--- src/logic/cache_biu_pkg.sv ---
/*
 * shared widths, encodings and bundles for the cache bus interface
 * sizes are fixed: 32-bit bus words, 32-bit physical addresses,
 * 128-bit cache lines filled and drained as wrap-4 bursts
 * transfer sizes above one word are not supported
 */

`default_nettype none

package cache_biu_pkg;

  //////////////////////////////////////////////////////////////////////
  // widths
  localparam int XLEN          = 32;               // bus word
  localparam int PLEN          = 32;               // physical address
  localparam int LINE_BITS     = 128;              // one cache line
  localparam int BURST_LEN     = LINE_BITS / XLEN; // beats per line
  localparam int BEAT_BITS     = 2;                // beat index / counter
  localparam int WORD_LSB      = 2;                // byte offset bits in a word
  localparam int INFLIGHT_BITS = 3;                // in-flight and discard counters

  // beats added to the in-flight count by one accepted wrap-4 strobe
  localparam logic [INFLIGHT_BITS-1:0] BURST_BEATS = INFLIGHT_BITS'(BURST_LEN);

  //////////////////////////////////////////////////////////////////////
  // encodings
  typedef enum logic [1:0] {
    NOP,       // no line command, non-cacheable traffic allowed
    READWAY,   // fill a line from memory
    WRITEWAY   // write an evicted line back
  } biu_cmd_e;

  typedef enum logic [1:0] {
    IDLE,
    WAIT4BIU,  // strobe stretched until stb_ack
    BURST
  } biu_state_e;

  typedef enum logic [1:0] {
    SINGLE,
    INCR,
    WRAP4
  } burst_type_e;

  typedef enum logic [1:0] {
    BYTE,
    HWORD,
    WORD
  } xfer_size_e;

  //////////////////////////////////////////////////////////////////////
  // bundles
  typedef struct packed {
    logic              req;
    logic [PLEN-1:0]   adr;
    logic              we;
    logic [XLEN/8-1:0] be;
    logic [XLEN-1:0]   d;
  } cpu_req_t;

  typedef struct packed {
    logic              stb;
    logic [PLEN-1:0]   adr;
    logic              we;
    logic [XLEN-1:0]   d;
    xfer_size_e        size;
    burst_type_e       btype;
  } biu_req_t;

  typedef struct packed {
    logic              stb_ack;  // strobe taken, transfer started
    logic              d_ack;    // write word taken, present the next
    logic              ack;      // beat done
    logic              err;      // beat failed, burst over
    logic [XLEN-1:0]   q;
    logic [PLEN-1:0]   adro;     // address of the returned beat
  } biu_rsp_t;

endpackage

`default_nettype wire

--- src/logic/biu_sequencer.sv ---
/*
 * bus interface state machine for line commands
 * a command is only taken in IDLE, non-cacheable traffic only runs there
 * the command input must stay stable until biucmd_ack_o
 * an err on any beat ends the burst at once
 */

`timescale 1ns/1ps
`default_nettype none

module biu_sequencer (
  input  wire                       clk_i,
  input  wire                       rst_ni,
  input  cache_biu_pkg::biu_cmd_e   biucmd_i,
  input  wire                       stb_ack_i,   // bus took the strobe
  input  wire                       ack_i,
  input  wire                       err_i,
  input  wire                       last_beat_i, // beat counter at zero
  output cache_biu_pkg::biu_state_e state_o,
  output logic                      biucmd_ack_o,
  output logic                      biucmd_busy_o
);

  cache_biu_pkg::biu_state_e state_q, state_d;
  logic                      line_cmd;   // READWAY or WRITEWAY pending
  logic                      burst_end;  // last ack or any err
  logic                      busy_d;

  assign line_cmd  = (biucmd_i == cache_biu_pkg::READWAY) ||
                     (biucmd_i == cache_biu_pkg::WRITEWAY);
  assign burst_end = (ack_i & last_beat_i) | err_i;

  //////////////////////////////////////////////////////////////////////
  // next state
  always_comb
  begin
    state_d = state_q;
    busy_d  = biucmd_busy_o;
    case (state_q)
      cache_biu_pkg::IDLE:
        if (line_cmd)
        begin
          busy_d  = 1'b1;
          // strobe goes out this cycle, skip the wait if taken at once
          state_d = stb_ack_i ? cache_biu_pkg::BURST : cache_biu_pkg::WAIT4BIU;
        end
      cache_biu_pkg::WAIT4BIU:
        if (stb_ack_i)
        begin
          state_d = cache_biu_pkg::BURST;
        end
      cache_biu_pkg::BURST:
        if (burst_end)
        begin
          state_d = cache_biu_pkg::IDLE;
          busy_d  = 1'b0;          // drops the cycle after the command ack
        end
      default:
        state_d = cache_biu_pkg::IDLE;
    endcase
  end

  always_ff @(posedge clk_i or negedge rst_ni)
  begin
    if (!rst_ni)
    begin
      state_q       <= cache_biu_pkg::IDLE;
      biucmd_busy_o <= 1'b0;
    end
    else
    begin
      state_q       <= state_d;
      biucmd_busy_o <= busy_d;
    end
  end

  assign state_o = state_q;

  // one-cycle end of command, line is valid now
  assign biucmd_ack_o = (state_q == cache_biu_pkg::BURST) & burst_end;

endmodule

`default_nettype wire

--- src/logic/bus_request_driver.sv ---
/*
 * combinational bus request per sequencer state
 * adr, we and d are captured in every IDLE cycle and replayed while
 * the strobe waits for stb_ack, so they cannot change in that window
 */

`timescale 1ns/1ps
`default_nettype none

module bus_request_driver (
  input  wire                                 clk_i,
  input  cache_biu_pkg::biu_state_e           state_i,
  input  cache_biu_pkg::biu_cmd_e             biucmd_i,
  input  wire                                 noncacheable_req_i,
  input  cache_biu_pkg::cpu_req_t             cpu_i,
  input  wire [cache_biu_pkg::PLEN-1:0]       evict_adr_i,
  input  wire [cache_biu_pkg::LINE_BITS-1:0]  evict_line_i,
  input  wire [cache_biu_pkg::XLEN-1:0]       tx_word_i,   // write-back word in flight
  output cache_biu_pkg::biu_req_t             req_o
);

  logic [cache_biu_pkg::PLEN-1:0] adr_hold;
  logic                           we_hold;
  logic [cache_biu_pkg::XLEN-1:0] d_hold;

  // transfer size from the byte lanes in use
  function automatic cache_biu_pkg::xfer_size_e be2size(
    input logic [cache_biu_pkg::XLEN/8-1:0] be
  );
    cache_biu_pkg::xfer_size_e size;
    case (be)
      4'b1111:          size = cache_biu_pkg::WORD;
      4'b0011, 4'b1100: size = cache_biu_pkg::HWORD;
      default:          size = cache_biu_pkg::BYTE;
    endcase
    return size;
  endfunction

  always_comb
  begin
    req_o.stb   = 1'b0;
    req_o.adr   = adr_hold;
    req_o.we    = we_hold;
    req_o.d     = d_hold;
    req_o.size  = cache_biu_pkg::WORD;   // line traffic is word wide
    req_o.btype = cache_biu_pkg::WRAP4;
    case (state_i)
      cache_biu_pkg::IDLE:
        case (biucmd_i)
          cache_biu_pkg::READWAY:
          begin
            req_o.stb = 1'b1;
            req_o.adr = {cpu_i.adr[cache_biu_pkg::PLEN-1:cache_biu_pkg::WORD_LSB],
                         {cache_biu_pkg::WORD_LSB{1'b0}}};
            req_o.we  = 1'b0;
            req_o.d   = '0;
          end
          cache_biu_pkg::WRITEWAY:
          begin
            req_o.stb = 1'b1;
            req_o.adr = evict_adr_i;
            req_o.we  = 1'b1;
            req_o.d   = evict_line_i[cache_biu_pkg::XLEN-1:0];
          end
          default:
          begin                          // non-cacheable pass-through
            req_o.stb   = noncacheable_req_i;
            req_o.adr   = cpu_i.adr;
            req_o.we    = cpu_i.we;
            req_o.d     = cpu_i.d;
            req_o.size  = be2size(cpu_i.be);
            req_o.btype = cache_biu_pkg::INCR;
          end
        endcase
      cache_biu_pkg::WAIT4BIU: req_o.stb = 1'b1;    // stretched strobe, held fields
      cache_biu_pkg::BURST:    req_o.d   = tx_word_i;
      default: ;
    endcase
  end

  // hold copy for the stretched strobe
  always_ff @(posedge clk_i)
  begin
    if (state_i == cache_biu_pkg::IDLE)
    begin
      adr_hold <= req_o.adr;
      we_hold  <= req_o.we;
      d_hold   <= req_o.d;
    end
  end

endmodule

`default_nettype wire

--- src/logic/cache_biu_ctrl.sv ---
/*
 * cache bus interface controller top
 * line fills and write-backs as wrap-4 bursts, non-cacheable singles
 * only while idle; acks owed from before a flush are not passed on
 */

`timescale 1ns/1ps
`default_nettype none

module cache_biu_ctrl (
  input  wire                                      clk_i,
  input  wire                                      rst_ni,
  input  cache_biu_pkg::biu_cmd_e                  biucmd_i,
  input  wire                                      noncacheable_req_i,
  input  wire                                      flush_i,
  input  cache_biu_pkg::cpu_req_t                  cpu_i,
  input  wire [cache_biu_pkg::PLEN-1:0]            evict_adr_i,
  input  wire [cache_biu_pkg::LINE_BITS-1:0]       evict_line_i,
  input  cache_biu_pkg::biu_rsp_t                  biu_rsp_i,
  output logic                                     biucmd_ack_o,
  output logic                                     biucmd_busy_o,
  output logic                                     noncacheable_ack_o,
  output logic [cache_biu_pkg::INFLIGHT_BITS-1:0]  inflight_cnt_o,
  output logic [cache_biu_pkg::LINE_BITS-1:0]      biu_line_o,
  output logic                                     biu_line_dirty_o,
  output cache_biu_pkg::biu_req_t                  biu_req_o
);

  cache_biu_pkg::biu_state_e      state;
  logic                           last_beat;
  logic                           discard_active;  // old acks still arriving
  logic [cache_biu_pkg::XLEN-1:0] tx_word;

  //////////////////////////////////////////////////////////////////////
  // control
  biu_sequencer u_sequencer (
    .clk_i         (clk_i),
    .rst_ni        (rst_ni),
    .biucmd_i      (biucmd_i),
    .stb_ack_i     (biu_rsp_i.stb_ack),
    .ack_i         (biu_rsp_i.ack),
    .err_i         (biu_rsp_i.err),
    .last_beat_i   (last_beat),
    .state_o       (state),
    .biucmd_ack_o  (biucmd_ack_o),
    .biucmd_busy_o (biucmd_busy_o)
  );

  transfer_counter u_counter (
    .clk_i            (clk_i),
    .rst_ni           (rst_ni),
    .state_i          (state),
    .rsp_i            (biu_rsp_i),
    .btype_i          (biu_req_o.btype),  // sizes the accepted strobe
    .flush_i          (flush_i),
    .last_beat_o      (last_beat),
    .inflight_cnt_o   (inflight_cnt_o),
    .discard_active_o (discard_active)
  );

  //////////////////////////////////////////////////////////////////////
  // data path
  line_buffer u_line_buffer (
    .clk_i        (clk_i),
    .state_i      (state),
    .biucmd_i     (biucmd_i),
    .cpu_i        (cpu_i),
    .evict_line_i (evict_line_i),
    .rsp_i        (biu_rsp_i),
    .line_o       (biu_line_o),
    .line_dirty_o (biu_line_dirty_o),
    .tx_word_o    (tx_word)
  );

  bus_request_driver u_req_driver (
    .clk_i              (clk_i),
    .state_i            (state),
    .biucmd_i           (biucmd_i),
    .noncacheable_req_i (noncacheable_req_i),
    .cpu_i              (cpu_i),
    .evict_adr_i        (evict_adr_i),
    .evict_line_i       (evict_line_i),
    .tx_word_i          (tx_word),
    .req_o              (biu_req_o)
  );

  // no ack for transfers dropped by a flush
  assign noncacheable_ack_o = biu_rsp_i.ack & ~flush_i & ~discard_active;

endmodule

`default_nettype wire

--- src/logic/line_buffer.sv ---
/*
 * line buffer shared by fill and write-back bursts
 * a pending store is merged into the fill beat with its word address
 * word 0 of a write-back leaves with the strobe, the buffer holds the rest
 * beats of a fill must carry their own address on adro
 */

`timescale 1ns/1ps
`default_nettype none

module line_buffer (
  input  wire                                  clk_i,
  input  cache_biu_pkg::biu_state_e            state_i,
  input  cache_biu_pkg::biu_cmd_e              biucmd_i,
  input  cache_biu_pkg::cpu_req_t              cpu_i,
  input  wire [cache_biu_pkg::LINE_BITS-1:0]   evict_line_i,
  input  cache_biu_pkg::biu_rsp_t              rsp_i,
  output logic [cache_biu_pkg::LINE_BITS-1:0]  line_o,
  output logic                                 line_dirty_o,
  output logic [cache_biu_pkg::XLEN-1:0]       tx_word_o
);

  logic [cache_biu_pkg::LINE_BITS-1:0] line_q;
  logic                                dirty_q;
  logic                                wr_burst;  // running burst is a write-back
  logic                                adr_match; // beat is the store's word
  logic                                store_hit;
  logic [cache_biu_pkg::BEAT_BITS-1:0] slot;      // word slot of this beat
  logic [cache_biu_pkg::XLEN-1:0]      beat_q;    // beat after the store merge

  // byte lanes from new where be is set
  function automatic logic [cache_biu_pkg::XLEN-1:0] be_merge(
    input logic [cache_biu_pkg::XLEN/8-1:0] be,
    input logic [cache_biu_pkg::XLEN-1:0]   old_word,
    input logic [cache_biu_pkg::XLEN-1:0]   new_word
  );
    logic [cache_biu_pkg::XLEN-1:0] merged;
    merged = old_word;
    for (int i = 0; i < cache_biu_pkg::XLEN/8; i++)
    begin
      if (be[i])
        merged[i*8 +: 8] = new_word[i*8 +: 8];
    end
    return merged;
  endfunction

  //////////////////////////////////////////////////////////////////////
  // store merge
  assign adr_match = rsp_i.adro[cache_biu_pkg::PLEN-1:cache_biu_pkg::WORD_LSB] ==
                     cpu_i.adr[cache_biu_pkg::PLEN-1:cache_biu_pkg::WORD_LSB];
  assign store_hit = cpu_i.req & cpu_i.we & adr_match;
  assign slot      = rsp_i.adro[cache_biu_pkg::WORD_LSB +: cache_biu_pkg::BEAT_BITS];
  assign beat_q    = store_hit ? be_merge(cpu_i.be, rsp_i.q, cpu_i.d) : rsp_i.q;

  //////////////////////////////////////////////////////////////////////
  // buffer updates
  always_ff @(posedge clk_i)
  begin
    case (state_i)
      cache_biu_pkg::IDLE:
      begin
        wr_burst <= (biucmd_i == cache_biu_pkg::WRITEWAY);
        dirty_q  <= 1'b0;
        if (biucmd_i == cache_biu_pkg::WRITEWAY)
          line_q <= evict_line_i >> cache_biu_pkg::XLEN;  // word 0 goes with stb
      end
      cache_biu_pkg::BURST:
      begin
        if (!wr_burst)
        begin
          if (rsp_i.ack)
          begin
            line_q[slot*cache_biu_pkg::XLEN +: cache_biu_pkg::XLEN] <= beat_q;
            dirty_q <= dirty_q | store_hit;
          end
        end
        else if (rsp_i.d_ack)
        begin
          line_q <= line_q >> cache_biu_pkg::XLEN;        // next word to the bus
        end
      end
      default: ;                                          // WAIT4BIU holds
    endcase
  end

  //////////////////////////////////////////////////////////////////////
  // outputs
  always_comb
  begin
    line_o = line_q;
    // last beat is not registered yet when the command acks
    line_o[slot*cache_biu_pkg::XLEN +: cache_biu_pkg::XLEN] = beat_q;
  end

  assign line_dirty_o = dirty_q | store_hit;
  assign tx_word_o    = line_q[cache_biu_pkg::XLEN-1:0];

endmodule

`default_nettype wire

--- src/logic/transfer_counter.sv ---
/*
 * burst beat counter, bus in-flight counter and flush discard counter
 * every accepted strobe adds its beats, every ack or err retires one
 * the in-flight count may not exceed 7 beats
 */

`timescale 1ns/1ps
`default_nettype none

module transfer_counter (
  input  wire                                          clk_i,
  input  wire                                          rst_ni,
  input  cache_biu_pkg::biu_state_e                    state_i,
  input  cache_biu_pkg::biu_rsp_t                      rsp_i,
  input  cache_biu_pkg::burst_type_e                   btype_i,  // type of the strobe
  input  wire                                          flush_i,
  output logic                                         last_beat_o,
  output logic [cache_biu_pkg::INFLIGHT_BITS-1:0]      inflight_cnt_o,
  output logic                                         discard_active_o
);

  logic [cache_biu_pkg::BEAT_BITS-1:0]     beat_cnt;     // beats left minus one
  logic [cache_biu_pkg::INFLIGHT_BITS-1:0] inflight_d;
  logic [cache_biu_pkg::INFLIGHT_BITS-1:0] strobe_beats; // beats of this strobe
  logic [cache_biu_pkg::INFLIGHT_BITS-1:0] discard_q;    // acks still owed after flush
  logic                                    beat_done;

  assign beat_done = rsp_i.ack | rsp_i.err;

  //////////////////////////////////////////////////////////////////////
  // beats of the running burst
  always_ff @(posedge clk_i or negedge rst_ni)
  begin
    if (!rst_ni)
      beat_cnt <= '1;
    else if (state_i == cache_biu_pkg::IDLE)
      beat_cnt <= '1;                       // wrap-4, three more after the first
    else if (state_i == cache_biu_pkg::BURST && rsp_i.ack)
      beat_cnt <= beat_cnt - 1'b1;
  end

  assign last_beat_o = ~|beat_cnt;

  //////////////////////////////////////////////////////////////////////
  // beats outstanding on the bus
  always_comb
  begin
    if (btype_i == cache_biu_pkg::WRAP4)
      strobe_beats = cache_biu_pkg::BURST_BEATS;
    else
      strobe_beats = {{(cache_biu_pkg::INFLIGHT_BITS-1){1'b0}}, 1'b1};

    inflight_d = inflight_cnt_o;
    if (rsp_i.stb_ack)
      inflight_d = inflight_d + strobe_beats;
    if (beat_done)
      inflight_d = inflight_d - 1'b1;      // strobe and ack may share a cycle
  end

  always_ff @(posedge clk_i or negedge rst_ni)
  begin
    if (!rst_ni)
      inflight_cnt_o <= '0;
    else
      inflight_cnt_o <= inflight_d;
  end

  //////////////////////////////////////////////////////////////////////
  // acks to swallow after a flush
  always_ff @(posedge clk_i or negedge rst_ni)
  begin
    if (!rst_ni)
      discard_q <= '0;
    else if (flush_i)
      discard_q <= (beat_done && |inflight_cnt_o) ? inflight_cnt_o - 1'b1
                                                  : inflight_cnt_o;
    else if (beat_done && |discard_q)
      discard_q <= discard_q - 1'b1;
  end

  assign discard_active_o = |discard_q;

endmodule

`default_nettype wire
--- config.mk ---
export PLATFORM = sky130hd
export DESIGN_NAME = cache_biu_ctrl
export DESIGN_NICKNAME = d
export VERILOG_FILES = /design/src/logic/cache_biu_pkg.sv /design/src/logic/biu_sequencer.sv /design/src/logic/bus_request_driver.sv /design/src/logic/cache_biu_ctrl.sv /design/src/logic/line_buffer.sv /design/src/logic/transfer_counter.sv
export SDC_FILE = /design/constraint.sdc
export NUM_CORES = 1
export LEC_CHECK = 0
export BUFFER_PORTS_ARGS = -buffer_cell sky130_fd_sc_hd__buf_4
export CELL_PAD_IN_SITES_DETAIL_PLACEMENT = 2
export CELL_PAD_IN_SITES_GLOBAL_PLACEMENT = 2
export CORE_MARGIN = 3
export CORE_UTILIZATION = 31
export DETAILED_ROUTE_END_ITERATION = 8
export HOLD_SLACK_MARGIN = 0.02
export PLACE_DENSITY_LB_ADDON = 0.1
export SKIP_LAST_GASP = 1
export SYNTH_ARGS = -nofsm -noshare
export SYNTH_HDL_FRONTEND = slang
export SYNTH_SLANG_ARGS = --single-unit
--- constraint.sdc ---
create_clock -name clk_i -period 34.8 [get_ports clk_i]
set_clock_uncertainty 0.1 [all_clocks]
set_input_delay 5.22 -clock clk_i [delete_from_list [all_inputs] [get_ports clk_i]]
set_output_delay 5.22 -clock clk_i [all_outputs]
set_load 0.02 [all_outputs]
==> results of run 1 <==
cells by family (layout without fill, tap and decap cells):
logic type / after synthesis / count (layout)
multiplexers: 35 / 35
buffers and inverters: 173 / 628
XOR/XNOR: 36 / 36
AND/OR/NAND/NOR: 463 / 463
other: 0 / 10
flip-flops: 206 / 206
AO/OA/AOI/OAI: 502 / 502
adder cells (fa/ha/maj): 14 / 14
Yosys cell counts, drive strengths merged, types with 2 or more instances:
master | number | share of area
a22oi | 47 | 0.026
dfstp | 2 | 0.0039
a21oi | 122 | 0.046
o22ai | 33 | 0.015
and3 | 20 | 0.0094
o21ai | 166 | 0.062
clkbuf | 123 | 0.035
ha | 14 | 0.013
dfrtp | 9 | 0.017
nand3 | 8 | 0.0067
a221oi | 30 | 0.020
nor2b | 2 | 0.00094
nor4 | 5 | 0.0035
xor2 | 16 | 0.010
nand2 | 140 | 0.039
mux2i | 35 | 0.056
or3 | 4 | 0.0019
edfxtp | 195 | 0.44
nor2 | 170 | 0.048
and2 | 2 | 0.00094
or2 | 3 | 0.0014
o221ai | 96 | 0.063
inv | 49 | 0.014
nor3 | 4 | 0.0015
nand4 | 3 | 0.0014
nand2b | 99 | 0.046
xnor2 | 20 | 0.013
worst min path at each step:
stage,from,endpoint,depth (start not counted)
6_report,u_counter.beat_cnt[0],u_counter.beat_cnt[0],2
3_5_place_dp,u_counter.beat_cnt[0],u_counter.beat_cnt[0],2
2_1_floorplan,u_counter.beat_cnt[0],u_counter.beat_cnt[0],2
3_3_place_gp,u_counter.beat_cnt[0],u_counter.beat_cnt[0],2
4_1_cts,u_counter.beat_cnt[0],u_counter.beat_cnt[0],2
5_1_grt,u_counter.beat_cnt[0],u_counter.beat_cnt[0],2
critical path, delay by kind of cell:
family          cells  cell delay [ns]
buf+inv             5             1.06
fa+ha+maj           1             0.63
simple gates        2             0.89
compound gates      2             0.32
state kept, by name, summed over array words and instances (netlist names), 2 cells and up:
name / flops
u_req_driver.adr_hold: 32
u_line_buffer.line_q: 128
u_counter.beat_cnt: 2
u_req_driver.d_hold: 32
u_counter.discard_q: 3
u_sequencer.state_o: 2
u_counter.inflight_cnt_o: 3
stage by stage:
step	setup slack (ns)	area (um^2)
floorplan	18.33	13400
global placement	21.36	17600
detailed placement	21.32	17600
CTS	21.31	18500
global route	21.16	18500
finish	21.35	18500
layout make-up:
class / instances / area (um^2) / share of cell area
antenna: 10 / 25.0 / 0.00135
tap: 577 / 722 / 0.0389
inverter: 49 / 185 / 0.00999
multi-input combinational: 1050 / 6630 / 0.357
clock inverter: 10 / 73.8 / 0.00398
sequential: 206 / 6140 / 0.331
clock buffer: 42 / 805 / 0.0434
timing repair buffer: 527 / 3970 / 0.214
metal layers:
layer,wire length [um],global-route usage,share of wire,vias to the layer above
met5,131,0,0.0020,-
met4,1680,0.0864,0.025,18
met3,5060,0.0705,0.075,92
met2,32600,0.461,0.49,470
met1,27600,0.361,0.41,6749
li1,-,-,-,6186
report_power, final:
part           switching (mW)  internal [mW]  leakage, nW
registers              0.0391          0.369         2.02
clock network           0.119          0.166        0.431
logic                   0.324          0.180         5.14
==> run metrics, run 1 <==
status=finished clean; static leakage=around 7.6 nW; FFs w/ async S/R, synth=0.0534; num rows=75; critical path capture point type=output port; WL final=roughly 67000 um; TritonCTS clock tree=done; Tcrit/Tclk final=0.387; nets@finish=around 2200; Mapped Nets=between 1500 and 2000; Min Hold Slack=approximately 0.42 ns; vias in the first global route=14200; CP Data Arrival Time=between 8 and 9 ns; post-synthesis xor/xnor area fraction=0.0236; Hold Buf Count CTS=0; # clock sinks=a little over 200; critical path's most frequent cell=buf_4; DP Cell Count=about 2400; Die X=214 um; Max Clock Freq=roughly 74 MHz; most used flip-flop cell after synthesis=edfxtp_1; CP max-delay cell=and2_1; Global Route Usage Sum=0.279; Detailed Place HPWL=50400 um; # Post-CTS Setup Buffers=0; routed wire length per instance=27.2 um; die height=214 um; reg2reg end=u_line_buffer.line_q[40]; first-pass GRT wire length=approximately 95000 um; CTS buffer count=28; Antenna Violating Nets Remaining=0; Post-Synthesis Cell Area=approximately 13000 um^2; H-tree depth=1; core area=approximately 42000 um^2; Filler cells=approximately 4600; CP Class=in2out; layout cells sized above 1=0.327; setup_tns=0 ns; Clock Latency Late Sink=0.56 ns; Post-Synth Simple-Gate Area=0.163; Max VDD drop=0.0000471 V; GPL Wtd Cong=0.864; port bufs=~510; RSZ-0062 raised after global routing=false; #FFs+latches synth=approximately 200; Hold Vio Cnt, Final=0; FF-to-FF Start=u_sequencer.state_o[0]; Worst-path clk slew=about 0.06 ns; Pins Over Slew Limit=0; critical-path cell list=buf_4 -> inv_1 -> ha_1 -> nor2b_2 -> buf_4 -> and2_1 -> buf_4 -> a22oi_1 -> o21ai_0 -> buf_4; post-cts resize count=0; compound-cell area share of the yosys netlist=0.237; DR pass1 iterations=5; multiplexer share of the synthesized area=0.0561; final setup vio count=0; Post-synth EDFFs=195; crit path from=biucmd_i[0]; DR vias/cell=roughly 5.5; Layout area overhead=38.7%; IO Pins=509; fin crit period=between 10 and 15 ns; R2R cell count=6; die area=45700 um^2; sequential area share after synthesis=0.459; Synth warnings=0; Yosys cell types=43; power consumption=1.20 mW; Avg Synthesized Cell Area=9.36 um^2; clk buf depth=3; most frequent cells in the layout=526 x buf_4, 195 x edfxtp_1, 170 x nor2_1; CP Data Required Time=29.48 ns; Starting Density=0.316; flop-to-flop setup slack=approximately 31 ns; largest net degree at the start of global routing=200; root buffer cell=clkbuf_16; Worst Tran Pin Value=1.14 ns; grt total ovfl=0; Critical Path Sink=biu_req_o[28]; max capacitance violation total=0; Slew HR=0.238; 1st-iter DRT viols=946; worst hold path class=reg2reg; largest family of logic cells by synthesized area=compound AO/OA/AOI/OAI gates; Adder-Cell Fraction of Synth Area=0.0131; slowest cell delay on critical path=about 0.68 ns; Post-Synthesis Cells=roughly 1400; post-route insts no fill=about 2500; vias=13500; critical path launch point type=input pin; PwrDens=64.6 nW/um^2; initial antenna violation count=18; maximum fanout along the worst path=31; final core occ=0.438; leading cell type in the layout, fill and taps excluded=buf_4; DRC viols=0
(Power assumes the default switching activity.)
==> run 2: changes to the inputs <==
Settings changed: ABC_AREA from default to 1, CORE_UTILIZATION 31 to 25.
Clock period 34.8 ns to 11.2 ns, I/O delays scaled along.
==> run 2 against run 1 <==
- global-route usage decreased by 3.2 points
- setup slack got worse by 17 ns
- count of clock-buffer cells in the layout decreased by 7
- non-clock buffer count decreased by 2
- via count increased by 8.7%
- total power increased to 3.9 times the previous value
- critical path depth increased by 3
- area after synthesis increased by 2.6%
- sequential share of layout area decreased by 0.91 points
- routed wire length increased by 10%
- highest routed layer unchanged
- synthesized cell count increased by 25%
- critical endpoint is now biu_line_o[11]
==> run metrics, run 2 <==
initial antenna violation count=19 (was 18); root buffer cell=clkbuf_16 (unchanged); Post-Synthesis Cell Area=13700 um^2 (was 13400 um^2); # Post-CTS Setup Buffers=0 (unchanged); Slew HR=0.196 (was 0.238); grt total ovfl=0 (unchanged); first-pass GRT wire length=106000 um (was 95200 um); CP Data Arrival Time=5.36 ns (was 8.13 ns); # clock sinks=206 (unchanged); PwrDens=247 nW/um^2 (was 64.6 nW/um^2); maximum fanout along the worst path=69 (was 31); Layout area overhead=38.9% (was 38.7%); port bufs=506 (unchanged); Yosys top cell by area=edfxtp_1 (unchanged); CP Class=in2out (unchanged); Tcrit/Tclk final=0.638; hold depth=2 (unchanged); Setup WS post-layout=4.06 ns (was 21.35 ns); most frequent cells in the layout=675 x nand2_1, 524 x buf_4, 195 x edfxtp_1 (was 526 x buf_4, 195 x edfxtp_1, 170 x nor2_1); 1st-iter DRT viols=662 (was 946); die height=240 um (was 214 um); reg2reg end=u_req_driver.d_hold[15] (was u_line_buffer.line_q[40]); critical path capture point type=output port (unchanged); post-synthesis xor/xnor area fraction=0.00702 (was 0.0236); Global Route Usage Sum=0.246 (was 0.279); critical path launch point type=input pin (unchanged); GPL Wtd Cong=0.822 (was 0.864); Antenna Violating Nets Remaining=0 (unchanged); WL final=74000 um (was 67100 um); Yosys cell types=36 (was 43); FFs w/ async S/R, synth=0.0534 (unchanged); Filler cells=6274 (was 4647); DR pass1 iterations=5 (unchanged); FF-to-FF Start=u_sequencer.state_o[1] (was u_sequencer.state_o[0]); Seq pwr share=0.316 (was 0.341); Hold Buf Count CTS=0 (unchanged); Worst Tran Pin Value=1.21 ns (was 1.14 ns); Hold Vio Cnt, Final=0 (unchanged); Starting Density=0.254 (was 0.316); largest family of logic cells by synthesized area=simple AND/OR/NAND/NOR gates (was compound AO/OA/AOI/OAI gates); Avg Synthesized Cell Area=7.67 um^2 (was 9.36 um^2); fin crit period=7.14 ns; status=finished clean (unchanged); num rows=85 (was 75); Synth warnings=0 (unchanged); compound-cell area share of the yosys netlist=0.150 (was 0.237); static leakage=8.95 nW (was 7.60 nW); Clock Latency Late Sink=0.58 ns (was 0.56 ns); worst hold path class=reg2reg (unchanged); IO Pins=509 (unchanged); Sw Pwr=2.04 mW (was 482 uW); R2R cell count=7 (was 6); share of the synthesized area in the top cell type=0.427 (was 0.438); DRC viols=0 (unchanged); max capacitance violation total=0 (unchanged); layout cells sized above 1=0.285 (was 0.327); setup_tns=0 ns (unchanged); Post-synth EDFFs=195 (unchanged); flop-to-flop setup slack=7.80 ns (was 30.91 ns); post-cts resize count=0 (unchanged); largest net degree at the start of global routing=129 (was 200); Largest regs=u_line_buffer.line_q x128, u_req_driver.adr_hold x32, u_req_driver.d_hold x32 (unchanged); RSZ-0062 raised after global routing=false (unchanged); Max VDD drop=0.000160 V (was 0.0000471 V); Die X=240 um (was 214 um); final setup vio count=0 (unchanged); Pins Over Slew Limit=0 (unchanged); Mapped Nets=2107 (was 1747); core area=54000 um^2 (was 42300 um^2); die area=57700 um^2 (was 45700 um^2); Adder-Cell Fraction of Synth Area=0.0128 (was 0.0131); DR vias/cell=4.97 (was 5.47); vias in the first global route=15600 (was 14200); Max Clock Freq=about 140 MHz; CTS buffer count=30 (was 28); sequential area share after synthesis=0.447 (was 0.459); Detailed Place HPWL=55000 um (was 50400 um); Sw Ratio=0.434 (was 0.402); Area contributors post-synth=edfxtp_1 43%, nand2_1 18%, inv_1 5.0%, a22o_1 4.1%, nand3_1 3.5% (was edfxtp_1 44%, o221ai_1 6.3%, o21ai_0 5.5%, mux2i_4 5.4%, nor2_1 4.8%); Most flops, register=u_line_buffer.line_q (unchanged); H-tree depth=1 (unchanged); nets@finish=2544 (was 2180); Int Power=2.66 mW (was 716 uW); Hold Crit Start=u_counter.beat_cnt[1] (was u_counter.beat_cnt[0]); clk buf depth=3 (unchanged); hold endpoint=u_counter.beat_cnt[1] (was u_counter.beat_cnt[0]); synth cell count leaders=675 x nand2_1, 195 x edfxtp_1, 183 x inv_1 (was 195 x edfxtp_1, 170 x nor2_1, 146 x o21ai_0); leading cell type in the layout, fill and taps excluded=nand2_1 (was buf_4); vias=14700 (was 13500); most used flip-flop cell after synthesis=edfxtp_1 (unchanged); TritonCTS clock tree=done (unchanged); Largest register FFs=128 (unchanged); Clock power frac=0.206 (was 0.238); Logic pwr share=0.478 (was 0.421); routed wire length per instance=25.1 um (was 27.2 um); CP Data Required Time=9.42 ns (was 29.48 ns); Post-Synthesis Cells=1789 (was 1429); multiplexer share of the synthesized area=0.0180 (was 0.0561); dpl ws=4.09 ns (was 21.32 ns); Worst-path clk slew=0.06 ns (about the same); count leader, synth=nand2_1 (was edfxtp_1); #FFs+latches synth=206 (unchanged); Post-Synth Simple-Gate Area=0.275 (was 0.163)
-- run 2: per-stage QoR --
step                area, um^2  instances  hold WS [ns]  total power [mW]  utilization
floorplan                13700       1789         0.353              2.72            -
global placement         18100       2890         0.366              3.70        0.335
detailed placement       18100       2890         0.380              3.77        0.335
CTS                      19000       2946         0.391              4.76        0.352
global route             19000       2950         0.424              4.98        0.353
finish                   19100       2954         0.394              4.70        0.353
-- run 2: worst max-delay path, cell delays in order --
cell,delay (ns)
buf_4,0.67
inv_2,0.16
nand2_1,0.10
nand3_1,0.07
nor2_1,0.29
nand2_1,0.16
nor2_4,0.75
nand2_4,0.46
nand2_1,0.20
nand2_1,0.25
nand2_1,0.14
o21ai_1,0.12
buf_4,0.22
-- run 2: worst max path at each step --
stage	start	to	slack (ns)	depth (start not counted)
after floorplan	biucmd_i[0]	u_line_buffer.line_q[0]	3.07	5
after global placement	biu_rsp_i[2]	biu_line_o[64]	4.15	13
after detailed placement	biu_rsp_i[2]	biu_line_o[64]	4.09	13
after CTS	biu_rsp_i[2]	biu_line_o[64]	4.09	13
after global routing	biu_rsp_i[2]	biu_line_o[11]	3.85	13
final	biu_rsp_i[2]	biu_line_o[11]	4.06	13
-- run 2: power groups by stage --
stage | combinational (mW) | clock [mW] | sequential [mW]
2_1_floorplan | 1.23 | 0 | 1.49
3_3_place_gp | 2.23 | 0 | 1.48
3_5_place_dp | 2.27 | 0 | 1.50
4_1_cts | 2.28 | 0.994 | 1.49
5_1_grt | 2.44 | 1.02 | 1.53
6_report | 2.25 | 0.968 | 1.49
-- run 2: area by class of cell --
type | count | area, um^2 | area share
antenna | 8 | 20.0 | 0.00105
clock buffer | 35 | 791 | 0.0415
clock inverter | 21 | 173 | 0.00906
inverter | 189 | 714 | 0.0375
multi-input combinational | 1274 | 6400 | 0.336
sequential | 206 | 6130 | 0.322
tap | 696 | 871 | 0.0457
timing repair buffer | 525 | 3950 | 0.207
-- run 2: cells by family (layout without fill, tap and decap cells) --
group,count (synthesis),in the layout
other,0,8
adders and majority gates,14,14
DFF,206,206
muxes,22,22
AOI/OAI and AO/OA,307,307
buffers and inverters,309,770
and+or+nand+nor,920,920
xor gates and xnor gates,11,11
-- run 2: metal layers --
metal	track usage	vias to the layer above	wire length (um)
met4	0.0499	22	1450
met1	0.336	7272	34100
met3	0.0679	83	4970
li1	-	6960	-
met5	0	-	153
met2	0.392	356	33300
==> run 3: changes to the inputs <==
Clock period 11.2 ns to 6.43 ns, I/O delays scaled along.
==> run 3 against run 2 <==
- worst hold slack got worse by 0.27 ns
- via count is 0.91% lower
- clock power increased by 63%
- final cell count rose by 0.27%
- first-iteration DRC count up 11%
- critical path depth is the same
- count of clock-buffer cells in the layout up 2
- register-to-register slack got worse by 4.8 ns
- cell area about the same
- non-clock buffer count rose by 5
- largest power group unchanged
==> run metrics, run 3 (synthesis gave the netlist of run 2 again) <==
DR pass1 iterations=4 (was 5); critical path capture point type=output port (unchanged); port bufs=506 (unchanged); critical-path cell list=buf_4 -> inv_2 -> nand2_1 -> nand3_1 -> nor2_1 -> nand2_1 -> nor2_4 -> buf_4 -> nand3_1 -> nand2_1 -> nand2_1 -> o21ai_0 -> buf_4 (was buf_4 -> inv_2 -> nand2_1 -> nand3_1 -> nor2_1 -> nand2_1 -> nor2_4 -> nand2_4 -> nand2_1 -> nand2_1 -> nand2_1 -> o21ai_1 -> buf_4); layout cells sized above 1=0.283 (was 0.285); Worst Tran Pin Value=1.20 ns (was 1.21 ns); vias in the first global route=15400 (was 15600); Hold Buf Count CTS=0 (unchanged); Tcrit/Tclk final=0.808; worst hold path class=in2async (was reg2reg); CP Data Arrival Time=4.13 ns (was 5.36 ns); critical path's most frequent cell=nand2_1 (unchanged); GPL Wtd Cong=0.830 (was 0.822); post-cts resize count=0 (unchanged); PwrDens=422 nW/um^2 (was 247 nW/um^2); CP Class=in2out (unchanged); vias=14600 (was 14700); post-route insts no fill=2962 (was 2954); critical path's top delay family=buffers and inverters (was simple AND/OR/NAND/NOR gates); TritonCTS clock tree=done (unchanged); Max VDD drop=0.000309 V (was 0.000160 V); RSZ-0062 raised after global routing=false (unchanged); static leakage=8.94 nW (was 8.95 nW); routed wire length per instance=23.9 um (was 25.1 um); leading cell type in the layout, fill and taps excluded=nand2_1 (unchanged); num rows=85 (unchanged); Max Clock Freq=between 150 and 200 MHz; 1st-iter DRT viols=733 (was 662); Hold Vio Cnt, Final=0 (unchanged); largest net degree at the start of global routing=129 (unchanged); setup_tns=0 ns (unchanged); # clock sinks=206 (unchanged); fin crit period=between 5 and 6 ns; Largest register FFs=128 (unchanged); Antenna Violating Nets Remaining=0 (unchanged); DR vias/cell=4.92 (was 4.97); CP max-delay cell=buf_4 (was nor2_4); nets@finish=2549 (was 2544); WL final=70900 um (was 74000 um); Buf+Inv Stages, Crit Path=4 (was 3); most frequent cells in the layout=675 x nand2_1, 529 x buf_4, 195 x edfxtp_1 (was 675 x nand2_1, 524 x buf_4, 195 x edfxtp_1); CP Data Required Time=5.37 ns (was 9.42 ns); clk buf depth=3 (unchanged); Clock Latency Late Sink=0.58 ns (about the same); Worst-path clk slew=0.06 ns (about the same); first-pass GRT wire length=102000 um (was 106000 um); Pins Over Slew Limit=0 (unchanged); Die X=240 um (unchanged); Global Route Usage Sum=0.235 (was 0.246); critical path launch point type=input pin (unchanged); root buffer cell=clkbuf_16 (unchanged); status=finished clean (unchanged); maximum fanout along the worst path=69 (unchanged); Detailed Place HPWL=52900 um (was 55000 um); Slew HR=0.201 (was 0.196); CTS buffer count=30 (unchanged); final setup vio count=0 (unchanged); Starting Density=0.254 (unchanged); Layout area overhead=38.8% (was 38.9%); grt total ovfl=0 (unchanged); H-tree depth=1 (unchanged); Most flops, register=u_line_buffer.line_q (unchanged); max capacitance violation total=0 (unchanged); die height=240 um (unchanged); final core occ=0.352 (was 0.353); Largest regs=u_line_buffer.line_q x128, u_req_driver.adr_hold x32, u_req_driver.d_hold x32 (unchanged); IO Pins=509 (unchanged); DRC viols=0 (unchanged); core area=54000 um^2 (unchanged); DP Cell Count=2895 (was 2890); initial antenna violation count=18 (was 19); slowest cell delay on critical path=0.67 ns (was 0.75 ns); die area=57700 um^2 (unchanged); # Post-CTS Setup Buffers=0 (unchanged)
==> run 3: cell types whose count changed in the layout (fill, tap and decap cells not counted), sizes merged <==
| cell | delta |
|---|---|
| buf | +5 |
| bufinv | -2 |
| clkbuf | +2 |
| clkinv | -4 |
| diode | +6 |
| inv | +1 |
==> run 3: final timing paths <==
check,startpoint,end,slack [ns],cells after the start
max,biu_rsp_i[2],biu_line_o[95],1.23,13
max reg2reg,u_sequencer.state_o[0],u_line_buffer.line_q[101],2.96,7
min reg2reg,u_counter.beat_cnt[1],u_counter.beat_cnt[1],0.39,2
min,rst_ni,u_counter.discard_q[2],0.12,1
min in group clk_i,u_counter.beat_cnt[1],u_counter.beat_cnt[1],0.39,2
max in group asynchronous,rst_ni,u_counter.beat_cnt[0],5.86,1
==> run 3: layout make-up <==
type	count	area (um^2)
timing repair buffer	530	3990
clock inverter	16	97.6
multi-input combinational	1274	6400
fill	6265	35000
sequential	206	6130
clock buffer	37	798
antenna	14	35.0
tap	696	871
inverter	189	714
==> run 3: routing by layer <==
layer,vias to the layer above,GRT usage,part of all wire
met1,7162,0.298,0.43
met4,8,0.0625,0.023
met5,-,0,0.00078
li1,6957,-,-
met2,347,0.391,0.47
met3,86,0.0699,0.071
==> run 3: per-stage QoR <==
| stage | setup slack [ns] | cell area (um^2) | power (mW) | hold slack [ns] |
|---|---|---|---|---|
| final | 1.23 | 19000 | 8.03 | 0.125 |
| after global routing | 0.917 | 19000 | 8.54 | 0.101 |
| after CTS | 1.14 | 19000 | 8.15 | 0.0929 |
| after detailed placement | 1.17 | 18100 | 6.53 | 0.386 |
| after global placement | 1.31 | 18100 | 6.41 | 0.364 |
| after floorplan | 0.981 | 13700 | 4.72 | 0.353 |
==> run 3: power by group <==
part | leakage, nW | switching (mW) | internal, mW
sequential | 2.06 | 0.240 | 2.34
combinational | 6.44 | 2.56 | 1.31
clock | 0.442 | 0.670 | 0.907
